**config.mk**
```make
export PLATFORM = sky130hd
export DESIGN_NAME = julia_config_regs
export DESIGN_NICKNAME = d
export VERILOG_FILES = /design/src/include/julia_config.svh /design/src/verilog/julia_pkg.sv /design/src/verilog/julia_config_regs.sv
export SDC_FILE = /design/constraint.sdc
export NUM_CORES = 1
export LEC_CHECK = 0
export BUFFER_PORTS_ARGS = -buffer_cell sky130_fd_sc_hd__buf_2
export CORE_ASPECT_RATIO = 0.75
export CORE_MARGIN = 4
export CORE_UTILIZATION = 46
export DETAILED_ROUTE_END_ITERATION = 7
export PLACE_DENSITY = 0.77
export SLEW_MARGIN = 20
export SYNTH_ARGS = -nofsm -noshare
export SYNTH_HDL_FRONTEND = slang
export SYNTH_SLANG_ARGS = --single-unit
```
**constraint.sdc**
```tcl
create_clock -name clk -period 1.9 [get_ports clk]
set_input_delay 0.095 -clock clk [delete_from_list [all_inputs] [get_ports clk]]
set_output_delay 0.095 -clock clk [all_outputs]
set_load 0.005 [all_outputs]
```
**src/include/julia_config.svh**
```systemverilog
`ifndef JULIA_CONFIG_SVH
`define JULIA_CONFIG_SVH

// number of escape-time workers in the farm
`define JULIA_NUM_JULIA 4

// frame size in pixels
`define JULIA_IMG_W 8
`define JULIA_IMG_H 6

// escape count saturates here
`define JULIA_MAX_ITER 31

// Q4.12 fixed point, 16 bits signed
`define JULIA_FRAC_BITS 12

// plane coordinate of pixel (0,0): -1.5 and -1.0
`define JULIA_X0 16'shE800
`define JULIA_Y0 16'shF000

// plane step per pixel, 0.375
`define JULIA_STEP 16'sh0600

`endif
```
**src/verilog/julia_pkg.sv**
```systemverilog
package julia_pkg;

	// Q4.12 value, used for c, z and job coordinates
	typedef logic signed [15:0] coord_t;

	// full product or sum before truncation
	typedef logic signed [31:0] wide_t;

	// frame buffer address, y*IMG_W + x
	typedef logic [31:0] address_t;

	// escape count written to the frame buffer
	typedef logic [7:0] pixel_t;

	// per-worker job state
	typedef enum logic [1:0] {
		IDLE,
		ITERATE,
		HOLD
	} worker_state_t;

	// frame walker state
	typedef enum logic [1:0] {
		WAIT_START,
		ISSUE,
		DRAIN
	} dispatch_state_t;

endpackage

```
**src/verilog/julia_config_regs.sv**
```systemverilog
module julia_config_regs (
	input  logic                clk,
	input  logic                n_rst,
	input  logic                cfg_we,
	input  logic [1:0]          cfg_addr,
	input  logic [15:0]         cfg_wdata,
	input  logic                busy,
	output julia_pkg::coord_t   c_re,
	output julia_pkg::coord_t   c_im,
	output logic                frame_start
);

	logic blocked;

	// frame_start is high for one cycle before busy rises,
	// so that cycle is locked out too
	assign blocked = busy | frame_start;

	always_ff @(posedge clk, negedge n_rst) begin
		if (!n_rst) begin
			c_re        <= '0;
			c_im        <= '0;
			frame_start <= 1'b0;
		end else begin
			frame_start <= 1'b0;
			if (cfg_we && !blocked) begin
				case (cfg_addr)
					// real part of c
					2'd0: c_re <= julia_pkg::coord_t'(cfg_wdata);
					// imaginary part of c
					2'd1: c_im <= julia_pkg::coord_t'(cfg_wdata);
					// kick off one frame, data ignored
					2'd2: frame_start <= 1'b1;
					// address 3 unused
					default: ;
				endcase
			end
		end
	end

endmodule

```
; ---- Word level (Yosys, flattened, before mapping)
; Index checks and enable logic that the tools add are counted.
[totals]
out_inout_bits = 33
in_bits = 22
register_bits = 33
elab_cells = 13
[classes]
reduce_logical = 5
bitwise_logic = 1
n_mux = 2
n_eq_ne = 2
[ops]
columns = cell, n
row1 = $reduce_and 2->1, 2
row2 = $eq 2x1->1 const B, 1
row3 = $eq 2x2->1 const B, 1
row4 = $logic_not 2->1, 1
row5 = $mux 1, 2
row6 = $logic_and 1x1->1, 1
row7 = $logic_not 1->1, 1
row8 = $or 1x1->1, 1

; ---- Depth between registers and ports, before layout
[depth]
ltp_word = 4
depth_mapped = 5
mapped_depth_nobuf = 3

; ---- Worst setup path after synthesis
; No wires, ideal clock.
[synth_path]
kind = register -> register
from = register frame_start
to = register c_re[0]
path_buffers = 2
arrival_time_ps = 1307
path_stages_with_launch = 6
setup_time_ps = 125
synth_period_minus_slack_ps = 1433
path_slack_ps = 467
t_required_ps = 1775
cell_sequence = dfrtp_1 nor2_4 and4bb_1 buf_6 buf_12 mux2_4
[synth_between]
elab_chain_len = 4
[synth_rtl]
columns = element, line_no
row1 = "start, declared", julia_config_regs.sv:10  ; output logic frame_start
row2 = "start signal, assigned", julia_config_regs.sv:23  ; frame_start <= 1'b0;
row3 = "start signal, assigned", julia_config_regs.sv:25  ; frame_start <= 1'b0;
row4 = "start signal, assigned", julia_config_regs.sv:33  ; 2'd2: frame_start <= 1'b1;
row5 = $or 1x1->1, julia_config_regs.sv:17  ; assign blocked = busy | frame_start;
row6 = $logic_not 1->1, julia_config_regs.sv:26  ; if (cfg_we && !blocked) begin
row7 = $logic_and 1x1->1, julia_config_regs.sv:26
row8 = $reduce_and 2->1 (no source line), n/a
row9 = "end signal, assigned", julia_config_regs.sv:29  ; 2'd0: c_re <= julia_pkg::coord_t'(cfg_wdata);
row10 = "end, declared", julia_config_regs.sv:8  ; output julia_pkg::coord_t c_re,
; No other way between the ends.
; A chain may end at the register's enable or synchronous reset.

; ---- Final worst setup path
[layout_path]
from = register frame_start
to = register c_re[6]
; Same word-level chain as after synthesis.

==> metrics.txt <==
status=finished, final reports clean; share of cells above drive strength 1=72.4%; PD cells=1150 mW/mm^2; crit path DAT=1660 ps; first-pass GRT wire length=4060 um; Synth cell types=10; area delta synth->final=31.9%; setup repair bufs after CTS=0; worst path required time=between 2000 and 2500 ps; I/O Pins=55; mux cell area share after synthesis=30.2%; simple-gate share of the synthesized area=approximately 4.4%; Final Hold Vio Count=0; cells along the critical path=nor2_4, and4bb_1, buf_4, mux2_2; CTS tree=yes; combinational family with the most area after synthesis=multiplexers; complex-gate fraction of the synthesized area=0%; hold path cells=2; GPL Wtd Cong=0.667; Overflow after GRT=0; TNS Setup=0 ps; DR iter-0 viols=16; most frequent cells in the layout=buf_2 (54), dfrtp_1 (33), mux2_2 (22); main area contributors after synthesis=dfrtp_1 (63%), mux2_2 (19%), mux2_4 (11%); Max clock buf depth=2; Slew headroom=52.8%; P_sw=454 uW; register share of total power=46.6%; xor and xnor area share after synthesis=0%; R2R Setup Slk=400 ps; final WL=2510 um; placed instance area=0.00161 mm^2; Antenna Diode Count=0; Finish-stage setup viols=0; IO buf count=54; Initial Util=49.1%; CP Capture Type=flop; Die X=about 70 um; Wirelength per Cell=14.7 um; Clock Latency Late Sink=270 ps; max-slew violation count=0; largest net degree at the start of global routing=34; Worst Skew=3.00 ps; Worst Hold Path EP=c_re[10]; CTS buffer count=5; Hold Path Class=in -> reg; most common cell after layout, fill and taps aside=buf_2; VDD IR max=0.878 mV; clk slew on worst S/H paths=60 ps; Startpoint Class=flop; H-tree depth=2; Leak=0.000889 uW; detailed placer's ending HPWL=roughly 1900 um; initial antenna violation count=0; Syn Inst Count=72; Worst Path Max Fanout=10; storage element area=826 um^2; Post-Syn Area per Cell=18.3 um^2; nets=155; min Tclk post-route=1500 ps; area leader, netlist=dfrtp_1; die height=54.4 um; Critical-path top delay cell=dfrtp_1; Syn Nets=94; flops & latches, synth=33; sequential share of the synthesized area=62.7%; worst r2r path cells=4; P_int=1550 uW; post-layout util=about two thirds; design area=around 0.0017 mm^2; critical path's largest stage delay=410 ps; multi-input logic area=455 um^2; Max Freq=668 MHz; RR Endpoint=c_re[6]; drt first pass iters=2; final worst-path cycle share=78.8%; Via density=4.81; Worst Tran Pin Value=707 ps; area of the mapped netlist=0.00132 mm^2; CP Class=reg -> reg; Core Area=0.00268 mm^2; Root Buffer=clkbuf_8; clock group share of total power=between 30 and 40%; RSZ-0062 raised after global routing=no; reg2reg start=frame_start; overall routing resource usage=14.3%; # rows=16; Yosys warnings=0; Post-Synth Adder-Cell Area=0%; hold path startpoint=cfg_wdata[10]; Routed Antenna Nets=0; Logic pwr share=20.5%; clk sink count=33; via count=817; maxcap violations=0; filler cell count=210; Sw Share=a little under a quarter; number of global-route vias before repair=848; DRC=0; die area=between 0.003 and 0.004 mm^2; Synth top area share=62.7%
==> routing by layer <==
metal | vias up | wire length (um) | GRT usage (%)
met2 | 27 | 1300 | 25.5
li1 | 380 | - | -
met3 | 5 | 156 | 5.32
met4 | 0 | 41 | 5.73
met1 | 405 | 1010 | 16.1
met5 | - | 0 | 0
==> through the flow <==
stage	power (uW)	worst slack, ps	hold WS (ps)	instances
floorplan	1140	467	-201	72
global placement	1340	478	183	161
detailed placement	1360	425	182	161
CTS	2030	394	55.7	170
global route	2120	338	49.5	170
finish	2000	402	60.5	170
==> layout make-up <==
class	count	share of cell area [%]
Clock buffer	7	4.97
Clock inverter	1	1.73
Multi-Input combinational cell	36	26.2
Sequential cell	33	47.5
Tap cell	36	2.59
Timing Repair Buffer	57	17.0
==> power by group through the flow <==
stage,logic [uW],registers [uW],clock network (uW)
finish,411,932,656
global placement,405,938,0
global route,450,952,717
floorplan,179,956,0
CTS,421,935,673
detailed placement,418,944,0
==> Yosys cell counts, drive strengths merged <==
cell type and n:
mux2 32, nor2 1, and4b 1, and4bb 1
dfrtp 33, buf 3, nand4b 1
==> worst max path at each step <==
stage	start	end	slack, ps	cells past startpoint
2_1_floorplan	frame_start	c_re[0]	470	5
3_3_place_gp	frame_start	c_re[11]	480	4
3_5_place_dp	frame_start	c_re[6]	420	4
4_1_cts	frame_start	c_re[6]	390	4
5_1_grt	frame_start	c_re[9]	340	4
6_report	frame_start	c_re[6]	400	4
==> logic make-up (layout without fill, tap and decap cells) <==
group / Yosys count / count (layout)
flip-flops: 33 / 33
multiplexers: 32 / 32
buffers and inverters: 3 / 65
AND/OR/NAND/NOR: 4 / 4
==> state kept, by name, indices dropped and copies added, names as in the netlist <==
signal,cells
frame_start,1
c_re,16
c_im,16
==> worst max-delay path: cells and delay by family, from the launching register on <==
kind                   cells  cell delay [ps]
AND/OR/NAND/NOR            2              400
buffers and inverters      1              220
multiplexers               1              360
flip-flops                 1              410
==> what timing repair did <==
item                                    CTS  global route
hold buffers                              1             0
hold endpoints to repair                 33             0
resized for setup                         0             0
endpoints found under the setup margin    0             0
(Power assumes the default switching activity.)
