<file path="src/include/julia_config.svh">
`ifndef JULIA_CONFIG_SVH
`define JULIA_CONFIG_SVH

// number of escape-time workers in the farm
`define JULIA_NUM_JULIA 4

// frame size in pixels
`define JULIA_IMG_W 8
`define JULIA_IMG_H 6

// escape count saturates here
`define JULIA_MAX_ITER 31

// Q4.12 fixed point, 16 bits signed
`define JULIA_FRAC_BITS 12

// plane coordinate of pixel (0,0): -1.5 and -1.0
`define JULIA_X0 16'shE800
`define JULIA_Y0 16'shF000

// plane step per pixel, 0.375
`define JULIA_STEP 16'sh0600

`endif
</file>
<file path="src/verilog/julia_pkg.sv">
package julia_pkg;

	// Q4.12 value, used for c, z and job coordinates
	typedef logic signed [15:0] coord_t;

	// full product or sum before truncation
	typedef logic signed [31:0] wide_t;

	// frame buffer address, y*IMG_W + x
	typedef logic [31:0] address_t;

	// escape count written to the frame buffer
	typedef logic [7:0] pixel_t;

	// per-worker job state
	typedef enum logic [1:0] {
		IDLE,
		ITERATE,
		HOLD
	} worker_state_t;

	// frame walker state
	typedef enum logic [1:0] {
		WAIT_START,
		ISSUE,
		DRAIN
	} dispatch_state_t;

endpackage

</file>
<file path="src/verilog/julia_worker.sv">
`include "julia_config.svh"

module julia_worker (
	input  logic                clk,
	input  logic                n_rst,
	input  logic                start,
	input  julia_pkg::coord_t   job_re,
	input  julia_pkg::coord_t   job_im,
	input  julia_pkg::address_t job_addr,
	input  julia_pkg::coord_t   c_re,
	input  julia_pkg::coord_t   c_im,
	input  logic                grant,
	output logic                idle,
	output logic                done,
	output julia_pkg::address_t address,
	output julia_pkg::pixel_t   pixel
);

	// 4.0 at the scale of a shifted product
	localparam julia_pkg::wide_t ESCAPE = 32'sd4 <<< `JULIA_FRAC_BITS;

	julia_pkg::worker_state_t state;
	julia_pkg::coord_t z_re;
	julia_pkg::coord_t z_im;
	julia_pkg::pixel_t count;
	julia_pkg::wide_t re_sq;
	julia_pkg::wide_t im_sq;
	julia_pkg::wide_t re_im;
	julia_pkg::wide_t next_re;
	julia_pkg::wide_t next_im;
	logic load;
	logic escaped;
	logic stop;

	assign idle  = (state == julia_pkg::IDLE);
	assign done  = (state == julia_pkg::HOLD);
	assign pixel = count;
	assign load  = start && idle;

	// products back to Q4.12 by arithmetic shift
	always_comb begin
		re_sq   = (julia_pkg::wide_t'(z_re) * julia_pkg::wide_t'(z_re)) >>> `JULIA_FRAC_BITS;
		im_sq   = (julia_pkg::wide_t'(z_im) * julia_pkg::wide_t'(z_im)) >>> `JULIA_FRAC_BITS;
		re_im   = (julia_pkg::wide_t'(z_re) * julia_pkg::wide_t'(z_im)) >>> `JULIA_FRAC_BITS;
		// z^2 + c in real and imaginary parts
		next_re = re_sq - im_sq + julia_pkg::wide_t'(c_re);
		next_im = (re_im <<< 1) + julia_pkg::wide_t'(c_im);
	end

	// escape test runs on the current z before stepping
	assign escaped = (re_sq + im_sq) > ESCAPE;
	assign stop    = escaped || (count == julia_pkg::pixel_t'(`JULIA_MAX_ITER));

	always_ff @(posedge clk, negedge n_rst) begin
		if (!n_rst) begin
			state <= julia_pkg::IDLE;
		end else begin
			case (state)
				julia_pkg::IDLE:
					if (start)
						state <= julia_pkg::ITERATE;
				julia_pkg::ITERATE:
					if (stop)
						state <= julia_pkg::HOLD;
				// result held until search takes it
				julia_pkg::HOLD:
					if (grant)
						state <= julia_pkg::IDLE;
				default: state <= julia_pkg::IDLE;
			endcase
		end
	end

	// job registers step one iteration per cycle
	always_ff @(posedge clk) begin
		if (load) begin
			z_re    <= job_re;
			z_im    <= job_im;
			count   <= '0;
			address <= job_addr;
		end else if (state == julia_pkg::ITERATE && !stop) begin
			// truncate back to 16 bits
			z_re  <= next_re[15:0];
			z_im  <= next_im[15:0];
			count <= count + 1'b1;
		end
	end

endmodule

</file>
<file path="config.mk">
export PLATFORM = sky130hd
export DESIGN_NAME = julia_worker
export DESIGN_NICKNAME = d
export VERILOG_FILES = /design/src/verilog/julia_pkg.sv /design/src/verilog/julia_worker.sv
export VERILOG_INCLUDE_DIRS = /design/src /design/src/include
export SDC_FILE = /design/constraint.sdc
export NUM_CORES = 2
export LEC_CHECK = 0
export ABC_AREA = 1
export BUFFER_PORTS_ARGS = -buffer_cell sky130_fd_sc_hd__buf_4
export CELL_PAD_IN_SITES_DETAIL_PLACEMENT = 1
export CELL_PAD_IN_SITES_GLOBAL_PLACEMENT = 2
export CORE_AREA = 2 2 289 291
export CTS_BUF_LIST = sky130_fd_sc_hd__clkbuf_16
export DETAILED_ROUTE_END_ITERATION = 8
export DIE_AREA = 0 0 291 293
export GPL_TIMING_DRIVEN = 0
export HOLD_SLACK_MARGIN = 0.08
export PLACE_DENSITY = 0.8
export SLEW_MARGIN = 0
export SYNTH_ARGS = -nofsm -noshare
export SYNTH_HDL_FRONTEND = slang
export SYNTH_SLANG_ARGS = --single-unit
</file>
<file path="constraint.sdc">
create_clock -name clk -period 11.45 [get_ports clk]
set_input_delay 0.5725 -clock clk [delete_from_list [all_inputs] [get_ports clk]]
set_output_delay 0.5725 -clock clk [all_outputs]
set_load 0.01 [all_outputs]
</file>
* Word-level counts from Yosys, hierarchy flattened *
Cells that the tools add are included.

cells by class
  $add $sub $neg = 5
  multipliers = 3
  magnitude comparators = 1
  eq/ne operators = 6
  muxes and demuxes = 8
  reductions and logical operators = 7

operator list
  kind                                                   count
  multiplier 16 x 16 -> 32 bit                           2
  two-way mux 16 bit                                     4
  adder 16 bit                                           2
  multiplier 16 x 16 -> 27 bit                           1
  adder 20 x 20 -> 21 bit                                1
  > comparator 21 x 16 -> 1 bit (second input constant)  1
  subtractor 16 bit                                      1
  adder 8 x 1 -> 8 bit (second input constant)           1
  equality test 8 x 5 -> 1 bit (second input constant)   1
  two-way mux 2 bit                                      3
  inequality test 2 bit (second input constant)          3
  one-hot mux 2 bit (3 select lines)                     1
  AND reduction 3 bit                                    1
  equality test 2 x 1 -> 1 bit (second input constant)   1
  equality test 2 bit (second input constant)            1
  logical AND 1 bit                                      2
  zero test 2 bit                                        1
  nonzero test 2 bit                                     1
  zero test 1 bit                                        1
  logical OR 1 bit                                       1

word-level totals
  bits in registers = 74
  bits of input ports = 100
  output and inout port bits = 42

* Depth between registers and ports, before layout *
  depth in word-level cells = 8
  gate-level depth with buffers = 47

* Worst setup path before layout *
No wires, ideal clock.

  path kind = register to register
  start = register z_re[1]
  end = register z_im[0], enable pin
  arrival time = 8.057 ns
  data required time = 11.061 ns
  slack = 3.003 ns
  cell stages (with the launch flop) = 39
  buffers on the path = 3
  clock period less this slack = 8.447 ns
  path through = edfxtp_1 > clkbuf_1 > buf_1 > nand2_1 > fa_1 > fa_1 > fa_1 > inv_1 > fa_1 > fa_1 > fa_1 > ha_1 > nand2_1 > inv_1 > nand2_1 > nand2_1 > a21oi_1 > o21ai_0 > [3 not listed] > ha_1 > nand2_1 > inv_1 > nand4_1 > nand3_1 > inv_1 > o21ai_0 > nand3_2 > nand2_2 > nand2_2 > nand3_2 > nand2_1 > nor2_2 > nand2_2 > nand2_4 > nand2_4 > buf_12 > nand2_1

between the ends
  word-level cells in the longest chain between the ends = 7

ends and longest elaborated chain
  what                           line                source
  from (decl)                    julia_worker.sv:23  julia_pkg::coord_t z_re;
  from (signal assigned)         julia_worker.sv:77  z_re <= job_re;
  from (signal assigned)         julia_worker.sv:83  z_re <= next_re[15:0];
  multiplier 16 x 16 -> 32 bit   julia_worker.sv:42  re_sq = (julia_pkg::wide_t'(z_re) * julia_pkg::wide_t'(z_re)) >>> `JULIA_FRAC_BITS;
  adder 20 x 20 -> 21 bit        julia_worker.sv:51  assign escaped = (re_sq + im_sq) > ESCAPE;
  > comparator 21 x 16 -> 1 bit  julia_worker.sv:51
  logical OR 1 bit               julia_worker.sv:52  assign stop = escaped || (count == julia_pkg::pixel_t'(`JULIA_MAX_ITER));
  zero test 1 bit                julia_worker.sv:81  end else if (state == julia_pkg::ITERATE && !stop) begin
  logical AND 1 bit              julia_worker.sv:81
  nonzero test 2 bit (no line)   -
  to (signal assigned)           julia_worker.sv:78  z_im <= job_im;
  to (signal assigned)           julia_worker.sv:84  z_im <= next_im[15:0];
  to (decl)                      julia_worker.sv:24  julia_pkg::coord_t z_im;

No other way between the ends.
A chain may end at the register's enable or synchronous reset.

* Worst setup path after layout *
  start = register z_re[1]
  end = register z_re[10], enable pin

between the ends
  word-level cells in the longest chain between the ends = 7

ends and longest elaborated chain
  what                           line
  multiplier 16 x 16 -> 32 bit   julia_worker.sv:42
  adder 20 x 20 -> 21 bit        julia_worker.sv:51
  > comparator 21 x 16 -> 1 bit  julia_worker.sv:51
  logical OR 1 bit               julia_worker.sv:52
  zero test 1 bit                julia_worker.sv:81
  logical AND 1 bit              julia_worker.sv:81
  nonzero test 2 bit (no line)   -

No other way between the ends.

==> flow_metrics.env <==
export IMPL_worstPathArrival_ps=10850
export IMPL_fin_skew_ps=27.51
export IMPL_fp_row_count=105
export IMPL_met3_usage_pct=2.345
export IMPL_setup_viol=0
export IMPL_tns_ps=0
export IMPL_htree_levels=3
export IMPL_grt_use_total_pct=25.98
export IMPL_hold_worst_slack_ps=359.2
export IMPL_final_nets=5286
export IMPL_num_antenna_cells=0
export IMPL_layout_min_cycle_time_ps=10770
export IMPL_cts_tree="done"
export IMPL_end_kind="flop"
export IMPL_dpl_hpwl_mm=93.20
export IMPL_max_slew_worst_pin_slew_ps=1175
export IMPL_hold_violations=0
export IMPL_grt_use_met1_pct=33.70
export IMPL_report_final_slew_viol_count=0
export IMPL_met2_usage_pct=46.32
export IMPL_cp_slowest_cell="clkbuf_1"
export IMPL_synth_edf_count=64
export IMPL_ys_types=44
export IMPL_vias=25480
export IMPL_gp_congestion=0.8751
export IMPL_clockBufferDepth=2
export IMPL_path_max_fanout=22
export IMPL_port_buffers=141
export IMPL_layout_drive_gt1_share_pct=5.710
export IMPL_synth_ff_type="edfxtp_1"
export IMPL_seq_area_frac_synth_pct=6.542
export IMPL_ctsResizeCount=0
export IMPL_busiest_layer="met2"
export IMPL_initial_core_util_pct=39.82
export IMPL_vias_per_cell=4.848
export IMPL_finalCritPeriodShare_pct=94.09
export IMPL_grt_pass1_wl_mm=166.6
export IMPL_die_y_um=293
export IMPL_cts_inserted_buffers=9
export IMPL_syn_avg_cell_area_um2=8.096
export IMPL_status="completed"
export IMPL_critPathKind="flop to flop"
export IMPL_gr_total_overflow=0
export IMPL_syn_to_final_growth_pct=8.465
export IMPL_synth_seq_cells=74
export IMPL_dr_pass1_iters=5
export IMPL_place_ws_ps=799.0
export IMPL_wl_per_cell_um=20.09
export IMPL_drt_iter0_drc=1145
export IMPL_numClockSinks=74
export IMPL_cts_hold_buf=1
export IMPL_cpMostUsedCell="nand2_1"
export IMPL_cp_required_ps=11530
export IMPL_dieArea_um2=85260
export IMPL_grt_pass1_vias=28770
export IMPL_slowest_delay_ps=710
export IMPL_slew_headroom_pct=21.64
export IMPL_wl_mm=105.6
export IMPL_syn_inst=4026
export IMPL_core_area_um2=81850
export IMPL_root_buffer="clkbuf_16"
export IMPL_antenna_found_initial=3
export IMPL_post_route_drc_count=0
export IMPL_critical_path_startpoint_type="flop"
export IMPL_ant_nets=0
export IMPL_fin_cells=5256
export IMPL_fmax_mhz=92.83
export IMPL_ios=142
export IMPL_fin_ws_ps=677.2
export IMPL_die_w_um=291
export IMPL_yosys_warnings=0
export IMPL_syn_cell_area_um2=32590
export IMPL_place_inst=5239
export IMPL_clk_pin_slew_ps=70
export IMPL_worst_hold_path_type="primary input to flop"
export IMPL_syn_num_nets=5131
export IMPL_synthArstFlopShare_pct=2.703
export IMPL_post_cts_setup_buffers=0
export IMPL_rsz0062_at_grt="no"
export IMPL_grt_max_degree=40
export IMPL_clock_latency_ps=400
export IMPL_max_cap_violations=0
-- worst paths after layout --
kind                         startpoint           to  cells after the start  slack, ps
min                        job_addr[20]  address[20]                      1        360
max in group asynchronous         n_rst     state[0]                      2      10860
max reg2reg                     z_re[1]     z_re[10]                     39        680
max                             z_re[1]     z_re[10]                     39        680
min in group asynchronous         n_rst     state[1]                      2        500
min reg2reg                    pixel[6]     pixel[6]                      2        530
-- sequential cells by signal, indices dropped and copies added, names as in the netlist --
signal / flops
address: 32
z_im: 16
z_re: 16
pixel: 8
state: 2
-- per-stage QoR --
step	cell area (um2)	utilization (%)
CTS	35350	43.19
detailed placement	35030	42.80
global placement	34990	42.75
finish	35350	43.19
floorplan	32590	-
global route	35350	43.19
-- routing by layer --
metal / routed length (um) / part of all wire, % / vias up
met4: 3082 / 2.9 / 2
met5: 18 / 0.017 / -
li1: - / - / 11820
met1: 45350 / 43 / 13090
met3: 3783 / 3.6 / 115
met2: 53370 / 51 / 457
-- cells in the final DEF, fill, tap and decap left out, types with 19 or more instances in the layout --
master and n:
nor3_1 19, nand4_1 19, o21ai_0 53, xor2_1 78, inv_1 1284, nand2_1 876
nand2_2 29, buf_4 141, edfxtp_1 64, fa_1 705, nor2_1 126, xnor2_1 54
clkbuf_1 99, ha_1 300, a21oi_1 110, nand3_1 78
-- kinds of logic after synthesis --
group                      after synthesis  synth area share (%)
buffers and inverters                 1403                 16.25
and+or+nand+nor                       1186                 14.83
adders and majority gates             1005                 54.82
AOI/OAI and AO/OA                      225                 3.954
xor gates and xnor gates               133                 3.597
DFF                                     74                 6.542
-- synth_stat cells, types with 12 or more instances --
cell      instances  area (um2)
edfxtp_1         64        1922
nor2_1          126       473.0
o21ai_0          53       265.3
o21bai_1         12       90.09
a21oi_1         110       550.5
or2_2            12       75.07
buf_1            13       48.80
xnor2_1          54       473.0
nand4_1          19       118.9
clkbuf_1         99       371.6
nor3_1           19       95.09
ha_1            300        3754
xor2_1           78       683.2
fa_1            705       14110
nand3_1          78       390.4
nand2_2          28       175.2
inv_1          1284        4820
nand2_1         877        3292
-- worst max-delay path, delay by kind of cell (launching register included) --
kind | cells | cell delay, ps
fa+ha+maj | 8 | 3830
compound gates | 4 | 1170
buf+inv | 9 | 2210
flops | 1 | 560
xor+xnor | 1 | 480
simple gates | 17 | 2150
-- final cells by class --
type                            count  area (um2)
Clock buffer                        9       225.2
Multi-Input combinational cell   2549       25170
Clock inverter                      7       82.58
Buffer                            118       475.5
Sequential cell                    74        2132
Inverter                         1285        4823
Timing Repair Buffer              144        1109
Tap cell                         1070        1339
Fill cell                       10070       46500
Power is left out: the tool's default activity adds up to more than one toggle a clock period on the data nets, which glitch-free logic cannot reach.
