--- src/include/julia_config.svh ---
`ifndef JULIA_CONFIG_SVH
`define JULIA_CONFIG_SVH

// number of escape-time workers in the farm
`define JULIA_NUM_JULIA 4

// frame size in pixels
`define JULIA_IMG_W 8
`define JULIA_IMG_H 6

// escape count saturates here
`define JULIA_MAX_ITER 31

// Q4.12 fixed point, 16 bits signed
`define JULIA_FRAC_BITS 12

// plane coordinate of pixel (0,0): -1.5 and -1.0
`define JULIA_X0 16'shE800
`define JULIA_Y0 16'shF000

// plane step per pixel, 0.375
`define JULIA_STEP 16'sh0600

`endif
--- src/verilog/julia_pkg.sv ---
package julia_pkg;

	// Q4.12 value, used for c, z and job coordinates
	typedef logic signed [15:0] coord_t;

	// full product or sum before truncation
	typedef logic signed [31:0] wide_t;

	// frame buffer address, y*IMG_W + x
	typedef logic [31:0] address_t;

	// escape count written to the frame buffer
	typedef logic [7:0] pixel_t;

	// per-worker job state
	typedef enum logic [1:0] {
		IDLE,
		ITERATE,
		HOLD
	} worker_state_t;

	// frame walker state
	typedef enum logic [1:0] {
		WAIT_START,
		ISSUE,
		DRAIN
	} dispatch_state_t;

endpackage

--- src/verilog/pixel_dispatch.sv ---
`include "julia_config.svh"

module pixel_dispatch (
	input  logic                          clk,
	input  logic                          n_rst,
	input  logic                          frame_start,
	input  logic [`JULIA_NUM_JULIA-1:0]   idle,
	input  logic                          found,
	output logic [`JULIA_NUM_JULIA-1:0]   start,
	output julia_pkg::coord_t             job_re,
	output julia_pkg::coord_t             job_im,
	output julia_pkg::address_t           job_addr,
	output logic                          busy
);

	localparam int NUM_PIXELS = `JULIA_IMG_W * `JULIA_IMG_H;
	localparam int XW = $clog2(`JULIA_IMG_W + 1);
	localparam int YW = $clog2(`JULIA_IMG_H + 1);
	localparam int CW = $clog2(NUM_PIXELS + 1);

	julia_pkg::dispatch_state_t state;
	logic [XW-1:0] x;
	logic [YW-1:0] y;
	logic [CW-1:0] found_count;
	logic issue;
	logic last_x;
	logic last_y;
	logic last_found;

	assign last_x     = (x == XW'(`JULIA_IMG_W - 1));
	assign last_y     = (y == YW'(`JULIA_IMG_H - 1));
	assign last_found = (found_count == CW'(NUM_PIXELS - 1));
	assign busy       = (state != julia_pkg::WAIT_START);

	// lowest idle worker gets the job, one per cycle
	always_comb begin
		start = '0;
		issue = 1'b0;
		if (state == julia_pkg::ISSUE) begin
			for (int k = 0; k < `JULIA_NUM_JULIA; k++) begin
				if (idle[k] && !issue) begin
					start[k] = 1'b1;
					issue    = 1'b1;
				end
			end
		end
	end

	always_ff @(posedge clk, negedge n_rst) begin
		if (!n_rst) begin
			state       <= julia_pkg::WAIT_START;
			x           <= '0;
			y           <= '0;
			found_count <= '0;
		end else begin
			// writes can land while still issuing
			if (busy && found)
				found_count <= found_count + 1'b1;
			case (state)
				julia_pkg::WAIT_START: begin
					if (frame_start) begin
						state       <= julia_pkg::ISSUE;
						x           <= '0;
						y           <= '0;
						found_count <= '0;
					end
				end
				julia_pkg::ISSUE: begin
					if (issue) begin
						if (last_x) begin
							x <= '0;
							if (last_y)
								state <= julia_pkg::DRAIN;
							else
								y <= y + 1'b1;
						end else begin
							x <= x + 1'b1;
						end
					end
				end
				julia_pkg::DRAIN: begin
					// frame over on the last write
					if (found && last_found)
						state <= julia_pkg::WAIT_START;
				end
				default: state <= julia_pkg::WAIT_START;
			endcase
		end
	end

	// plane coordinates accumulated alongside x and y
	always_ff @(posedge clk) begin
		if (state == julia_pkg::WAIT_START && frame_start) begin
			job_re   <= `JULIA_X0;
			job_im   <= `JULIA_Y0;
			job_addr <= '0;
		end else if (issue) begin
			job_addr <= job_addr + 1'b1;
			if (last_x) begin
				job_re <= `JULIA_X0;
				if (!last_y)
					job_im <= job_im + `JULIA_STEP;
			end else begin
				job_re <= job_re + `JULIA_STEP;
			end
		end
	end

endmodule

--- config.mk ---
export PLATFORM = sky130hd
export DESIGN_NAME = pixel_dispatch
export DESIGN_NICKNAME = d
export VERILOG_FILES = /design/src/verilog/julia_pkg.sv /design/src/verilog/pixel_dispatch.sv
export VERILOG_INCLUDE_DIRS = /design/src /design/src/include
export SDC_FILE = /design/constraint.sdc
export NUM_CORES = 1
export LEC_CHECK = 0
export ABC_AREA = 1
export BUFFER_PORTS_ARGS = -buffer_cell sky130_fd_sc_hd__clkbuf_2
export CAP_MARGIN = 10
export CORE_UTILIZATION = 45
export CTS_CLUSTER_SIZE = 16
export DETAILED_ROUTE_END_ITERATION = 12
export PLACE_DENSITY = 0.7
export SYNTH_ARGS = -nofsm -noshare
export SYNTH_HDL_FRONTEND = slang
export SYNTH_SLANG_ARGS = --single-unit
--- constraint.sdc ---
create_clock -name clk -period 1.37 [get_ports clk]
set_clock_uncertainty 0.05 [all_clocks]
set_input_delay 0.0685 -clock clk [delete_from_list [all_inputs] [get_ports clk]]
set_output_delay 0.0685 -clock clk [all_outputs]
set_load 0.1 [all_outputs]
Yosys cells after proc, flatten, opt, wreduce, memory -nomap -nowiden
Index checks and enable logic that the tools add are counted.
- register bits after elaboration: 79
- bits of input ports: 8
- $add $sub $neg: 6
- equal/unequal tests: 11
- mux-type cells: 31
- bitwise logic cells: 1
- reductions and logical operators: 16
- operator list (operator ; number):
    $add A16 B12 Y16 const B ; 2
    $add A32 B1 Y32 const B ; 1
    $mux W6 ; 3
    $mux W16 ; 1
    $mux W4 ; 4
    $mux W3 ; 4
    $ne A2 B2 Y1 const B ; 6
    $mux W1 ; 11
    $mux W2 ; 5
    $reduce_and A5 Y1 ; 2
    $pmux W4 S2 ; 1
    $add A6 B1 Y6 const B ; 1
    $eq A6 B6 Y1 const B ; 1
    $logic_and A1 B1 Y1 ; 6
    $pmux W2 S3 ; 1
    $pmux W3 S2 ; 1
    $reduce_and A3 Y1 ; 2
    $add A4 B1 Y4 const B ; 1
    $eq A4 B3 Y1 const B ; 1
    $reduce_bool A2 Y1 ; 2
    $add A3 B1 Y3 const B ; 1
    $eq A3 B3 Y1 const B ; 1
    $logic_not A1 Y1 ; 3
    $eq A2 B1 Y1 const B ; 1
    3 further kinds ; 3

Longest topological paths before layout
- depth after elaboration: 16
- depth in mapped cells: 10
- gate-level depth less buffers: 10

Least setup slack after synthesis
OpenSTA, ideal clock, no wires.
- path kind: reg-to-output
- from: reg state[1]
- to: out start[2]
- arrival: 3386 ps
- slack: -2134 ps
- cell stages (with the launch flop): 4
- cell sequence: dfrtp_1 -> inv_1 -> nand2_4 -> nor4_1
- word-level cells in the longest chain between the ends: 2
- ends and longest elaborated chain (what ; line ; text):
    start: declaration ; pixel_dispatch.sv:21 ; julia_pkg::dispatch_state_t state;
    start signal: assignment ; pixel_dispatch.sv:51 ; state <= julia_pkg::WAIT_START;
    start signal: assignment ; pixel_dispatch.sv:62 ; state <= julia_pkg::ISSUE;
    start signal: assignment ; pixel_dispatch.sv:73 ; state <= julia_pkg::DRAIN;
    $eq A2 B1 Y1 ; pixel_dispatch.sv:39 ; if (state == julia_pkg::ISSUE) begin
    $mux W4 ; pixel_dispatch.sv:39 ;
    end: declaration ; pixel_dispatch.sv:9 ; output logic [`JULIA_NUM_JULIA-1:0] start,
No other way between the ends.

Worst setup path after layout
- from: reg state[1]
- to: reg job_addr[23]
- word-level cells in the longest chain between the ends: 2
- elaborated cells between the ends (all ways): 4
- those cells by class: 1 x eq/ne; 1 x mux; 2 x reduce/logical
- ends and longest elaborated chain (what ; line ; text):
    $eq A2 B1 Y1 / $logic_not A2 Y1 (equally long branches) ; pixel_dispatch.sv:39, pixel_dispatch.sv:93 ;
    $mux W1 / $logic_and A1 B1 Y1 (equally long branches) ; pixel_dispatch.sv:39, pixel_dispatch.sv:93 ;
    end signal: assignment ; pixel_dispatch.sv:98 ; job_addr <= job_addr + 1'b1;
    end: declaration ; pixel_dispatch.sv:12 ; output julia_pkg::address_t job_addr,
Several ways; a longest one is shown, not always the timed one.
A chain may end at the register's enable or synchronous reset.

==> impl_table.tex <==
\begin{tabular}{lr}
\hline
Metric & Value \\
\hline
\multicolumn{2}{l}{\textbf{Status}} \\
\quad Outcome & complete, but fails checks \\
\quad Violations in the final reports & setup timing \\
\multicolumn{2}{l}{\textbf{Clock tree}} \\
\quad CTS Root Cell & clkbuf\_8 \\
\quad Clock latency of the later-clocked register in the worst-skew pair & 350 ps \\
\quad Longest Clk Path Bufs & 2 \\
\quad Clock sink total & 61 \\
\quad Clock transition at path regs & 70 ps \\
\quad Number of levels the H-tree was split into & 3 \\
\quad TritonCTS clock tree & done \\
\quad Inserted Clock Buffers & 9 \\
\multicolumn{2}{l}{\textbf{Critical path}} \\
\quad Setup slack, reg-to-reg & -190 ps \\
\quad Launch point of the worst reg-to-reg path & state[1] \\
\quad Library cell appearing most often on the critical path & nand2\_1 \\
\quad Worst-path cell with the longest stage delay & dfrtp\_1 \\
\quad CP Cell Sequence & inv\_2, nand2\_4, buf\_8, clkinv\_8, nand4\_1, nor2\_2, nand2\_1, nand2\_1, nand2\_1, nor2\_1 \\
\quad Number of cells on the worst reg-to-reg path & 10 \\
\quad Count of buffer and inverter cells on the critical path & 3 \\
\quad Data required, critical path & 1600 ps \\
\quad CP Max Fanout & 5 \\
\quad Arrival time of data at the critical path endpoint & 1790 ps \\
\quad Biggest cell delay along the critical path & 390 ps \\
\quad Sort of element at the end of the critical path & flop \\
\quad Cell family with most CP delay & simple AND/OR/NAND/NOR gates \\
\quad Setup crit start kind & flop \\
\quad R2r endpoint & job\_addr[23] \\
\quad Type of the worst setup path & flop to flop \\
\multicolumn{2}{l}{\textbf{Floorplanning}} \\
\quad I/O pin count & 77 \\
\quad Die Y-Extent & 89.2 um \\
\quad Placement row count & 31 \\
\quad Horizontal die dimension & 89.2 um \\
\quad Area of the die & 7960 um\^{}2 \\
\quad Core area & 7290 um\^{}2 \\
\quad Initial standard-cell utilization of the core & 0.469 \\
\multicolumn{2}{l}{\textbf{Global route}} \\
\quad Via count of the first global-routing pass & 3195 \\
\quad Largest net degree at the start of global routing & 21 \\
\quad First-pass GRT wire length & 14500 um \\
\quad Total global-route track usage & 0.238 \\
\quad Final global-route overflow total & 0 \\
\quad Number of antenna violations at the first check in global routing & 0 \\
\multicolumn{2}{l}{\textbf{Min path}} \\
\quad Tightest Hold Check Type & input pin to flop \\
\quad Startpoint of the lowest-slack hold path & found \\
\quad Worst hold path depth & 4 \\
\quad Hold endpoint & state[1] \\
\multicolumn{2}{l}{\textbf{STA}} \\
\quad Max Clk Rate & 641 MHz \\
\quad Worst setup slack after layout & -190 ps \\
\quad Setup violation total in the final timing report & 59 \\
\quad Transition time of the tightest slew-check pin & 544 ps \\
\quad Worst hold slack across all endpoints & 49.6 ps \\
\quad Final critical-path required period & 1560 ps \\
\quad Max-slew headroom & 0.639 \\
\quad Final clock period utilization by the worst path & 1.14 \\
\quad Final-layout setup total negative slack & -6130 ps \\
\quad Unrepaired setup endpoints after global routing & true \\
\quad Final Max Tran Viols & 0 \\
\quad Final hold vios & 0 \\
\multicolumn{2}{l}{\textbf{Cells and area}} \\
\quad Number of fill cells in the layout & 512 \\
\quad Final cell utilization of the core & 0.750 \\
\quad Share of post-route cells with drive strength above 1 & 0.504 \\
\quad Total number of nets in the final design & 635 \\
\quad Layout overhead on the synthesized area & 59.7\% \\
\quad Storage cell area & 1450 um\^{}2 \\
\quad Number of standard cells in the layout, taps in and fillers out & 724 \\
\quad Antenna cell count & 0 \\
\quad Area occupied by multi-input gates & 2310 um\^{}2 \\
\multicolumn{2}{l}{\textbf{Synthesis}} \\
\quad Number of enable flip-flop cells after synthesis & 0 \\
\quad Number of distinct library cells after synthesis & 42 \\
\quad Cell type with the largest total area after synthesis & dfxtp\_1 \\
\quad Post-Syn Instances & 486 \\
\quad Fraction of synthesis flops using an asynchronous set or reset pin & 0.246 \\
\quad Mapped cell area & 3420 um\^{}2 \\
\quad Most used standard cell by instance count after synthesis & nand2\_1 \\
\quad Primary FF master, synth & dfxtp\_1 \\
\quad Post-synthesis sequential element count & 61 \\
\quad Synth top area cells & dfxtp\_1, nand2\_1, dfrtp\_1 \\
\quad Number of warning messages in the yosys log & 0 \\
\quad Post-Synthesis Mean Instance Area & 7.04 um\^{}2 \\
\quad Top post-synthesis cells by count & nand2\_1, nor2\_1, inv\_1 \\
\quad Post-synthesis sequential area ratio & 0.379 \\
\quad Fraction of synthesized cell area taken by the top area cell type & 0.269 \\
\multicolumn{2}{l}{\textbf{Pwr}} \\
\quad Ratio of total power to cell area & 1960 nW/um\^{}2 \\
\quad Maximum resistive drop on vdd & 1.64 mV \\
\quad Pleak & 2.43 nW \\
\multicolumn{2}{l}{\textbf{Route}} \\
\quad Detail Route met3 WL & 482 um \\
\quad Final routed DRC violation total & 0 \\
\quad Wire length on met2 & 5000 um \\
\quad Remaining number of nets flagged by the antenna check after routing & 0 \\
\quad Detailed Routing Iterations Pass 1 & 4 \\
\quad Routed via count & 3651 \\
\quad Wl on met1 & 4100 um \\
\quad Top Layer Used & met4 \\
\quad First DRT Iteration DRCs & 175 \\
\quad Post-detailed-routing wire length & 9690 um \\
\quad Vias per inst & 5.04 \\
\quad Post-DR wirelength/cell & 13.4 um \\
\multicolumn{2}{l}{\textbf{Placed design}} \\
\quad Number of buffers added on ports & 58 \\
\quad Pre-CTS setup slack & -154 ps \\
\quad Placed insts & 681 \\
\quad Dpl hpwl & 6610 um \\
\quad Global placement routability congestion & 0.860 \\
\multicolumn{2}{l}{\textbf{Run}} \\
\quad Max-capacitance violation count & 0 \\
\hline
\end{tabular}
## what timing repair did
action | in CTS | in global routing
hold buffers | 1 | 0
pin swaps | 14 | 28
endpoints found under the hold margin | 15 | 0
cloned | 1 | 0
resized for setup | 36 | 106
setup buffers | 12 | 16
setup endpoints to repair | 51 | 66
## sequential cells by signal (all words and copies together), names as in the netlist
signal       cells
job_addr        32
job_im           7
job_re           7
found_count      6
x                4
y                3
state            2
## power by group
| group | internal (mW) | switching, mW | total [mW] |
|---|---|---|---|
| registers | 2.19 | 0.377 | 2.57 |
| logic | 2.11 | 4.04 | 6.15 |
| clock network | 1.26 | 0.737 | 1.99 |
## cell families (layout without fill, tap and decap cells)
group,after synthesis,count (layout),share of synthesized area
other,1,18,0.00110
xor gates and xnor gates,11,11,0.0281
and+or+nand+nor,258,259,0.352
DFF,61,61,0.379
buffers and inverters,86,207,0.119
adders and majority gates,7,7,0.0256
AOI/OAI and AO/OA,62,62,0.0958
## per-stage QoR
step	area, um^2	power [mW]
2_1_floorplan	3860	6.09
3_3_place_gp	4560	7.19
3_5_place_dp	4560	7.30
4_1_cts	4990	9.63
5_1_grt	5470	11.2
6_report	5470	10.7
## layout by cell type (no fill, tap or decap), types with 6 or more instances in the layout
cell type	instances
xor2_1	8
o21ai_1	12
o21ai_0	6
dfxtp_4	39
clkbuf_8	10
nor2_1	45
nand3_2	9
inv_2	8
buf_6	21
nand4_1	17
a21oi_1	21
clkbuf_2	40
nor2_4	17
nor2_2	16
conb_1	18
nand3_1	17
buf_12	8
nand2_4	6
o21ai_2	10
nand2_1	82
inv_1	45
nand2_2	23
buf_4	52
dfrtp_1	15
## per-layer routing
metal / vias up / global-route usage
li1: 1818 / -
met1: 1720 / 0.299
met2: 105 / 0.412
met3: 8 / 0.0406
met4: 0 / 0.0823
met5: - / 0
## final cells by class
class,instances,share of cell area
clock buffers,12,0.0266
clock inverters,4,0.0174
inverters,62,0.0513
multi-input cells,357,0.423
flip-flops and latches,61,0.265
well taps,99,0.0227
repair buffers,129,0.194
## tightest hold or removal path: cells and delay by family
family	cells	cell delay, ps
buf+inv	2	190
compound gates	2	150
## worst max-delay path by stage
stage | endpoint | cells past startpoint | startpoint
2_1_floorplan | state[0] | 5 | state[0]
3_3_place_gp | job_re[12] | 9 | x[0]
3_5_place_dp | y[2] | 7 | x[0]
4_1_cts | start[2] | 5 | state[1]
5_1_grt | job_addr[23] | 10 | state[1]
6_report | job_addr[23] | 10 | state[1]
Note: power is estimated with default switching activity, not from simulation.
